==> src/verilog/lruPkg.sv <==
package lruPkg;

  // ----------------------------------------
  // way and recency encoding
  // ----------------------------------------

  // the way count is tied to the 2-bit age with one age value per way.
  parameter int NUM_WAYS = 4;

  // way number inside a set.
  typedef logic [1:0] wayIdx;

  // recency of one way.
  // 0 is the most recently used, 3 the least recently used.
  typedef logic [1:0] lruAge;

  // ages of all ways of one set, indexed by way number.
  // the ages of a set always form a permutation of 0..3.
  typedef lruAge [NUM_WAYS-1:0] ageVec;

endpackage

==> src/verilog/tagDirPkg.sv <==
package tagDirPkg;

  // ----------------------------------------
  // address split
  // ----------------------------------------

  parameter int ADDR_BITS = 32;

  // byte offset inside a 64-byte line.
  parameter int OFFSET_BITS = 6;

  // index bits stay inside the tag, so the tag width is fixed.
  parameter int TAG_BITS = ADDR_BITS - OFFSET_BITS;

  typedef logic [TAG_BITS-1:0] cacheTag;

  // tag part of a byte address.
  function automatic cacheTag addrTag(input logic [ADDR_BITS-1:0] addr);
    return addr[ADDR_BITS-1:OFFSET_BITS];
  endfunction

  // ----------------------------------------
  // lookup request and response
  // ----------------------------------------

  typedef struct packed {
    logic [ADDR_BITS-1:0] addr;
    logic                 fill;
  } dirRequest;

  typedef struct packed {
    logic          hit;
    lruPkg::wayIdx way;
    logic          evicted;
    cacheTag       evictedTag;
  } dirResponse;

  // ----------------------------------------
  // contents of one set
  // ----------------------------------------

  typedef struct packed {
    cacheTag [lruPkg::NUM_WAYS-1:0] tags;
    logic    [lruPkg::NUM_WAYS-1:0] valid;
    lruPkg::ageVec                  ages;
  } setState;

endpackage

==> src/verilog/lruAgeUpdate.sv <==
`timescale 1ns/1ps

module lruAgeUpdate (
  input  lruPkg::ageVec ages,
  input  lruPkg::wayIdx touchedWay,
  output lruPkg::ageVec newAges
);

  import lruPkg::*;

  // old age of the way being touched.
  lruAge touchedAge;

  assign touchedAge = ages[touchedWay];

  // ----------------------------------------
  // one comparator and one incrementer per way
  // ----------------------------------------

  for (genvar w = 0; w < NUM_WAYS; w++) begin : gWay
    logic  isTouched;
    logic  moreRecent;
    lruAge agePlusOne;

    assign isTouched  = (touchedWay == wayIdx'(w));

    // ways younger than the touched one move back by one.
    assign moreRecent = (ages[w] < touchedAge);
    assign agePlusOne = ages[w] + lruAge'(1);

    // touched way becomes the most recent.
    // older ways keep their age, so ages stay a permutation.
    assign newAges[w] = isTouched  ? lruAge'(0) :
                        moreRecent ? agePlusOne :
                                     ages[w];
  end

endmodule

==> src/verilog/setStateArray.sv <==
`timescale 1ns/1ps

module setStateArray #(
  parameter int INDEX_BITS = 4
) (
  input  logic                  clk,
  input  logic                  reset,
  input  logic [INDEX_BITS-1:0] readIndex,
  output tagDirPkg::setState    readState,
  input  logic                  wrEnable,
  input  logic [INDEX_BITS-1:0] wrIndex,
  input  tagDirPkg::setState    wrState
);

  import lruPkg::*;
  import tagDirPkg::*;

  localparam int NUM_SETS = 1 << INDEX_BITS;

  // one entry per set.
  setState stateMem [NUM_SETS];

  // ----------------------------------------
  // write port
  // ----------------------------------------

  // reset empties every set and gives way k the age k.
  always_ff @(posedge clk) begin
    if (reset) begin
      for (int s = 0; s < NUM_SETS; s++) begin
        stateMem[s].valid <= '0;
        for (int w = 0; w < NUM_WAYS; w++) begin
          stateMem[s].ages[w] <= lruAge'(w);
        end
      end
    end else if (wrEnable) begin
      stateMem[wrIndex] <= wrState;
    end
  end

  // ----------------------------------------
  // read port
  // ----------------------------------------

  // the read is combinational and a write shows up after the edge.
  assign readState = stateMem[readIndex];

endmodule

==> src/verilog/lookupStage.sv <==
`timescale 1ns/1ps

module lookupStage #(
  parameter int INDEX_BITS = 4
) (
  input  logic                  clk,
  input  logic                  reset,
  input  logic                  reqValid,
  input  tagDirPkg::dirRequest  req,
  output logic [INDEX_BITS-1:0] readIndex,
  input  tagDirPkg::setState    readState,
  input  logic                  wrEnable,
  input  logic [INDEX_BITS-1:0] wrIndex,
  input  tagDirPkg::setState    wrState,
  output logic                  stageValid,
  output tagDirPkg::dirRequest  stageReq,
  output tagDirPkg::setState    stageState,
  output logic                  stageHit,
  output lruPkg::wayIdx         stageWay
);

  import lruPkg::*;
  import tagDirPkg::*;

  setState              curState;
  cacheTag              reqTag;
  logic [NUM_WAYS-1:0]  wayMatch;
  logic                 anyHit;
  wayIdx                hitWay;
  logic                 anyFree;
  wayIdx                freeWay;
  wayIdx                oldestWay;
  wayIdx                chosenWay;

  // ----------------------------------------
  // set read with forwarding
  // ----------------------------------------

  assign readIndex = req.addr[OFFSET_BITS +: INDEX_BITS];

  // the request ahead of us may still be writing this set.
  assign curState = (wrEnable && (wrIndex == readIndex)) ? wrState : readState;

  // ----------------------------------------
  // tag compare
  // ----------------------------------------

  assign reqTag = addrTag(req.addr);

  for (genvar w = 0; w < NUM_WAYS; w++) begin : gCmp
    assign wayMatch[w] = curState.valid[w] && (curState.tags[w] == reqTag);
  end

  assign anyHit = |wayMatch;

  // at most one way matches so a scan is enough.
  always_comb begin
    hitWay = '0;
    for (int w = NUM_WAYS - 1; w >= 0; w--) begin
      if (wayMatch[w]) begin
        hitWay = wayIdx'(w);
      end
    end
  end

  // ----------------------------------------
  // victim choice
  // ----------------------------------------

  // lowest-numbered empty way wins.
  always_comb begin
    anyFree = 1'b0;
    freeWay = '0;
    for (int w = NUM_WAYS - 1; w >= 0; w--) begin
      if (!curState.valid[w]) begin
        anyFree = 1'b1;
        freeWay = wayIdx'(w);
      end
    end
  end

  // exactly one way carries age 3.
  always_comb begin
    oldestWay = '0;
    for (int w = 0; w < NUM_WAYS; w++) begin
      if (curState.ages[w] == lruAge'(NUM_WAYS - 1)) begin
        oldestWay = wayIdx'(w);
      end
    end
  end

  assign chosenWay = anyHit  ? hitWay  :
                     anyFree ? freeWay :
                               oldestWay;

  // ----------------------------------------
  // stage register
  // ----------------------------------------

  always_ff @(posedge clk) begin
    if (reset) begin
      stageValid <= 1'b0;
    end else begin
      stageValid <= reqValid;
    end
  end

  always_ff @(posedge clk) begin
    if (reqValid) begin
      stageReq   <= req;
      stageState <= curState;
      stageHit   <= anyHit;
      stageWay   <= chosenWay;
    end
  end

endmodule

==> src/verilog/updateStage.sv <==
`timescale 1ns/1ps

module updateStage #(
  parameter int INDEX_BITS = 4
) (
  input  logic                  clk,
  input  logic                  reset,
  input  logic                  stageValid,
  input  tagDirPkg::dirRequest  stageReq,
  input  tagDirPkg::setState    stageState,
  input  logic                  stageHit,
  input  lruPkg::wayIdx         stageWay,
  output logic                  wrEnable,
  output logic [INDEX_BITS-1:0] wrIndex,
  output tagDirPkg::setState    wrState,
  output logic                  rspValid,
  output tagDirPkg::dirResponse rsp
);

  import lruPkg::*;
  import tagDirPkg::*;

  ageVec   newAges;
  logic    isFill;
  logic    victimValid;
  cacheTag victimTag;

  // ----------------------------------------
  // new recency
  // ----------------------------------------

  lruAgeUpdate i_lruAgeUpdate (
    .ages       (stageState.ages),
    .touchedWay (stageWay),
    .newAges    (newAges)
  );

  // ----------------------------------------
  // set write-back
  // ----------------------------------------

  // miss with fill installs the tag in the chosen way.
  assign isFill = !stageHit && stageReq.fill;

  // hits and fills write while a plain miss leaves the set alone.
  assign wrEnable = stageValid && (stageHit || stageReq.fill);
  assign wrIndex  = stageReq.addr[OFFSET_BITS +: INDEX_BITS];

  always_comb begin
    wrState      = stageState;
    wrState.ages = newAges;
    if (isFill) begin
      wrState.tags[stageWay]  = addrTag(stageReq.addr);
      wrState.valid[stageWay] = 1'b1;
    end
  end

  // ----------------------------------------
  // response
  // ----------------------------------------

  assign victimValid = stageState.valid[stageWay];
  assign victimTag   = stageState.tags[stageWay];

  always_ff @(posedge clk) begin
    if (reset) begin
      rspValid <= 1'b0;
    end else begin
      rspValid <= stageValid;
    end
  end

  // evicted tag reads as zero unless a valid line was replaced.
  always_ff @(posedge clk) begin
    if (stageValid) begin
      rsp.hit        <= stageHit;
      rsp.way        <= stageWay;
      rsp.evicted    <= isFill && victimValid;
      rsp.evictedTag <= (isFill && victimValid) ? victimTag : '0;
    end
  end

endmodule

==> src/verilog/tagDirectory.sv <==
`timescale 1ns/1ps

module tagDirectory #(
  parameter int INDEX_BITS = 4
) (
  input  logic                  clk,
  input  logic                  reset,
  input  logic                  reqValid,
  input  tagDirPkg::dirRequest  req,
  output logic                  rspValid,
  output tagDirPkg::dirResponse rsp
);

  import lruPkg::*;
  import tagDirPkg::*;

  // set read port.
  logic [INDEX_BITS-1:0] readIndex;
  setState               readState;

  // pending write that the lookup also sees for forwarding.
  logic                  wrEnable;
  logic [INDEX_BITS-1:0] wrIndex;
  setState               wrState;

  // lookup to update.
  logic                  stageValid;
  dirRequest             stageReq;
  setState               stageState;
  logic                  stageHit;
  wayIdx                 stageWay;

  // ----------------------------------------
  // stage 1 lookup
  // ----------------------------------------

  lookupStage #(
    .INDEX_BITS (INDEX_BITS)
  ) i_lookupStage (
    .clk        (clk),
    .reset      (reset),
    .reqValid   (reqValid),
    .req        (req),
    .readIndex  (readIndex),
    .readState  (readState),
    .wrEnable   (wrEnable),
    .wrIndex    (wrIndex),
    .wrState    (wrState),
    .stageValid (stageValid),
    .stageReq   (stageReq),
    .stageState (stageState),
    .stageHit   (stageHit),
    .stageWay   (stageWay)
  );

  // ----------------------------------------
  // stage 2 update and write-back
  // ----------------------------------------

  updateStage #(
    .INDEX_BITS (INDEX_BITS)
  ) i_updateStage (
    .clk        (clk),
    .reset      (reset),
    .stageValid (stageValid),
    .stageReq   (stageReq),
    .stageState (stageState),
    .stageHit   (stageHit),
    .stageWay   (stageWay),
    .wrEnable   (wrEnable),
    .wrIndex    (wrIndex),
    .wrState    (wrState),
    .rspValid   (rspValid),
    .rsp        (rsp)
  );

  setStateArray #(
    .INDEX_BITS (INDEX_BITS)
  ) i_setStateArray (
    .clk       (clk),
    .reset     (reset),
    .readIndex (readIndex),
    .readState (readState),
    .wrEnable  (wrEnable),
    .wrIndex   (wrIndex),
    .wrState   (wrState)
  );

endmodule

==> config.mk <==
export PLATFORM = sky130hd
export DESIGN_NAME = tagDirectory
export DESIGN_NICKNAME = d
export VERILOG_FILES = /design/src/verilog/lruPkg.sv /design/src/verilog/tagDirPkg.sv /design/src/verilog/lruAgeUpdate.sv /design/src/verilog/setStateArray.sv /design/src/verilog/lookupStage.sv /design/src/verilog/updateStage.sv /design/src/verilog/tagDirectory.sv
export SDC_FILE = /design/constraint.sdc
export NUM_CORES = 2
export LEC_CHECK = 0
export ABC_AREA = 1
export BUFFER_PORTS_ARGS = -buffer_cell sky130_fd_sc_hd__buf_2
export CORE_MARGIN = 10
export CORE_UTILIZATION = 45
export CTS_CLUSTER_DIAMETER = 60
export DETAILED_ROUTE_END_ITERATION = 10
export GPL_ROUTABILITY_DRIVEN = 0
export PLACE_DENSITY_LB_ADDON = 0.25
export SLEW_MARGIN = 40
export SYNTH_ARGS = -nofsm -noshare
export SYNTH_HDL_FRONTEND = slang
export SYNTH_SLANG_ARGS = --single-unit
==> constraint.sdc <==
create_clock -name clk -period 13 [get_ports clk]
set_input_delay 0 -clock clk [delete_from_list [all_inputs] [get_ports clk]]
set_output_delay 0 -clock clk [all_outputs]
set_load 0.005 [all_outputs]
==> flow_summary.json <==
{
  "fill_cells": 16730,
  "grt_pass1_vias": 57820,
  "netlist_area_um2": 87300,
  "cp_max_fo": 102,
  "wirelength_um": 265900,
  "grt_antenna_before_repair": 17,
  "hp-class": "in -> reg",
  "multi_input_area_um2": 23400,
  "die-area_um2": 212000,
  "status": "finished, final reports clean",
  "regArea_um2": 61060,
  "fin_crit_ps": 5679,
  "final.setup.tns_ps": 0,
  "arrival_ps": 6300,
  "root_buffer": "clkbuf_16",
  "rr_endpoint": "i_lookupStage.stageWay[0]",
  "synth_cells": 8114,
  "drtIter0Drc": 7973,
  "synth.top_cell.area_share_pct": 69.89,
  "hold_buffers": 36,
  "clockBufferDepth": 3,
  "num_vias": 61830,
  "synth_fp_nets": 8154,
  "holdPathStages": 2,
  "rsz0062_at_grt": "no",
  "cts_tree": "yes",
  "reg2reg_depth": 16,
  "grt.busiest_layer": "met2",
  "grt_use_total_pct": 24.50,
  "finalPower_mw": 14.52,
  "die_w_um": 460.5,
  "yosys.area.top_type": "edfxtp_1",
  "layout-drive-gt1-share_pct": 6.945,
  "cp.required_ps": 13620,
  "grt_max_degree": 166,
  "worstMarginPinSlew_ps": 974.2,
  "dr.pass1.iters": 6,
  "grt_overflow": 0,
  "ys_top_cells_by_area": "edfxtp_1 70%, nand2_1 13%, nand3_1 8.9%",
  "final_nets": 8116,
  "pwr-share-comb_pct": 9.0,
  "fin_util_pct": 50.30,
  "ctsResizeCount": 0,
  "fin_cells": 10770,
  "drc_errors": 0,
  "wire_per_inst_um": 24.69,
  "cts_buffers": 206,
  "rows": 161,
  "start_util_pct": 45.29,
  "grt_use_met3_pct": 4.653,
  "cp-start-kind": "flip-flop",
  "power_leakage_nw": 36.13,
  "syn_to_final_growth_pct": 11.06,
  "drv_cap": 0,
  "clkTransAtPathRegs_ps": 60,
  "clock_latency_ps": 880,
  "timing.rr.start": "i_lookupStage.stageValid",
  "rrSetupSlack_ps": 7320,
  "dp.cells": 10350,
  "fmax_mhz": 176.1,
  "ant_nets": 0,
  "post-cts-setup-buffers": 0,
  "ir_drop_uv": 125.8,
  "synth_seq_area_share_pct": 69.94,
  "die_y_um": 460.5,
  "power_density_nw_per_um2": 149.7,
  "switchingPower_mw": 3.605,
  "seqPwrFrac_pct": 51.4,
  "ys.warnings.count": 0,
  "grt_use_met1_pct": 33.24,
  "slew_headroom_pct": 34.96,
  "synth_area_per_cell_um2": 10.76,
  "portBuffers": 60,
  "finalMaxSlewViolations": 0,
  "fin_skew_ps": 51.80,
  "synth_cell_types": 37,
  "via_per_inst": 5.742,
  "ys_seq_elements": 2034,
  "fin_crit_sh_pct": 43.69,
  "holdCritStartpoint": "req[16]",
  "cts_sinks": 2034,
  "switching_share_pct": 24.83,
  "final-setup-viol-count": 0,
  "dp.final_hpwl_um": 142400,
  "endpoint_kind": "flip-flop",
  "groute.layer.met2.usage_pct": 38.64,
  "io_pins": 67,
  "cts_htree_levels": 4,
  "core_um2": 192800,
  "path_class": "reg -> reg",
  "p_int_mw": 10.91,
  "hold_viol_final": 0,
  "whs_ps": 52.43,
  "startpoint": "i_lookupStage.stageValid",
  "power.share.clock_pct": 39.6,
  "grt_pass1_wl_um": 389300,
  "min_to": "i_lookupStage.stageReq[16]"
}
==> power by group through the flow <==
stage          Sequential (mW)  Combinational (mW)  Clock (mW)
5_1_grt                   7.47                1.42        6.08
3_5_place_dp              7.60                1.26           0
2_1_floorplan             7.59               0.773           0
3_3_place_gp              7.60                1.23           0
6_report                  7.47                1.31        5.74
4_1_cts                   7.46                1.28        5.80
==> synth_stat cells, drive strengths merged <==
cell type / instances
a21oi: 12
a22o: 2
a22oi: 27
a31oi: 26
and2: 2
and3: 3
buf: 351
clkbuf: 124
clkinv: 17
dfxtp: 2
edfxtp: 2032
ha: 4
inv: 174
nand2: 3091
nand3: 1552
nand3b: 1
nand4: 23
nor2: 372
nor3: 5
nor3b: 2
o211ai: 5
o21ai: 195
o221ai: 21
o22ai: 11
or2: 57
xor2: 3
==> worst max-delay path, cell delays in order, from the launching register on <==
cell and delay (ps):
dfxtp_2 310, buf_4 560, inv_1 230, nor2_1 290, and3_1 250, nand2_4 430
inv_8 740, buf_4 700, nand2_1 160, nand3_1 280, nand2_1 140, nor3b_1 460
nand4_1 150, nor2_1 200, nand2_1 70, nand2_1 180, nand2_1 90
==> registers in the layout (all words and copies together), names as in the netlist <==
signal / flops
i_setStateArray.stateMem: 1856
i_lookupStage.stageState: 116
i_updateStage.rsp: 30
i_lookupStage.stageReq: 27
i_lookupStage.stageWay: 2
i_lookupStage.stageHit: 1
i_lookupStage.stageValid: 1
i_updateStage.rspValid: 1
==> layout by cell type (no fill, tap or decap), types with 6 or more instances in the layout <==
cell type | synthesis | final
nand2_1 | 3086 | 3083
edfxtp_1 | 2032 | 2032
nand3_1 | 1552 | 1550
nor2_1 | 370 | 352
clkbuf_16 | 0 | 207
inv_1 | 159 | 158
o21ai_0 | 141 | 138
buf_4 | 57 | 91
clkinv_1 | 17 | 62
buf_2 | 270 | 55
clkbuf_1 | 124 | 50
or2_2 | 40 | 40
o21ai_1 | 51 | 38
dlygate4sd3_1 | 0 | 36
clkinv_2 | 0 | 30
a22oi_1 | 27 | 27
a31oi_1 | 26 | 26
buf_6 | 4 | 24
nand4_1 | 23 | 23
o221ai_1 | 21 | 21
nor2_4 | 0 | 19
o21ai_2 | 3 | 16
buf_12 | 0 | 16
or2_1 | 13 | 13
bufinv_16 | 0 | 13
a21oi_1 | 12 | 12
inv_2 | 14 | 11
o22ai_1 | 11 | 11
clkinv_16 | 0 | 8
nand2_2 | 5 | 7
inv_6 | 0 | 7
diode_2 | 0 | 6
==> per-stage QoR <==
| step | instance area [um^2] | setup WS [ps] |
|---|---|---|
| after floorplan | 87300 | 4489 |
| after global placement | 89730 | 7006 |
| after detailed placement | 89950 | 7015 |
| after CTS | 96810 | 7633 |
| after global routing | 96960 | 7337 |
| final | 96960 | 7321 |
==> worst max-delay path by stage <==
stage | slack [ps] | to | cells after the start
2_1_floorplan | 4490 | i_setStateArray.stateMem[11][0] | 8
3_5_place_dp | 7020 | i_lookupStage.stageWay[1] | 23
6_report | 7320 | i_lookupStage.stageWay[0] | 16
5_1_grt | 7340 | i_lookupStage.stageWay[0] | 18
3_3_place_gp | 7010 | i_lookupStage.stageWay[1] | 23
4_1_cts | 7630 | i_lookupStage.stageWay[0] | 16
==> cell families after synthesis <==
kind of cell    Yosys count  synth area share [%]
compound gates          299                 1.971
simple gates           5108                 24.47
fa+ha+maj                 4               0.05733
flops                  2034                 69.94
xor+xnor                  3               0.03010
buf+inv                 666                 3.533
==> layout make-up <==
class / count / share of cell area [%]
multi-input cells: 5414 / 24.14
repair buffers: 229 / 2.129
clock inverters: 111 / 1.165
well taps: 2526 / 3.260
diodes: 6 / 0.01549
clock buffers: 257 / 5.536
flip-flops and latches: 2034 / 62.97
inverters: 191 / 0.7807
==> layer usage <==
| layer | routed length [um] | part of all wire [%] |
|---|---|---|
| met3 | 25330 | 9.5 |
| met1 | 105600 | 40 |
| met5 | 14 | 0.0053 |
| met2 | 122400 | 46 |
| met4 | 12460 | 4.7 |
No activity file was read; power rests on OpenSTA's default activity.
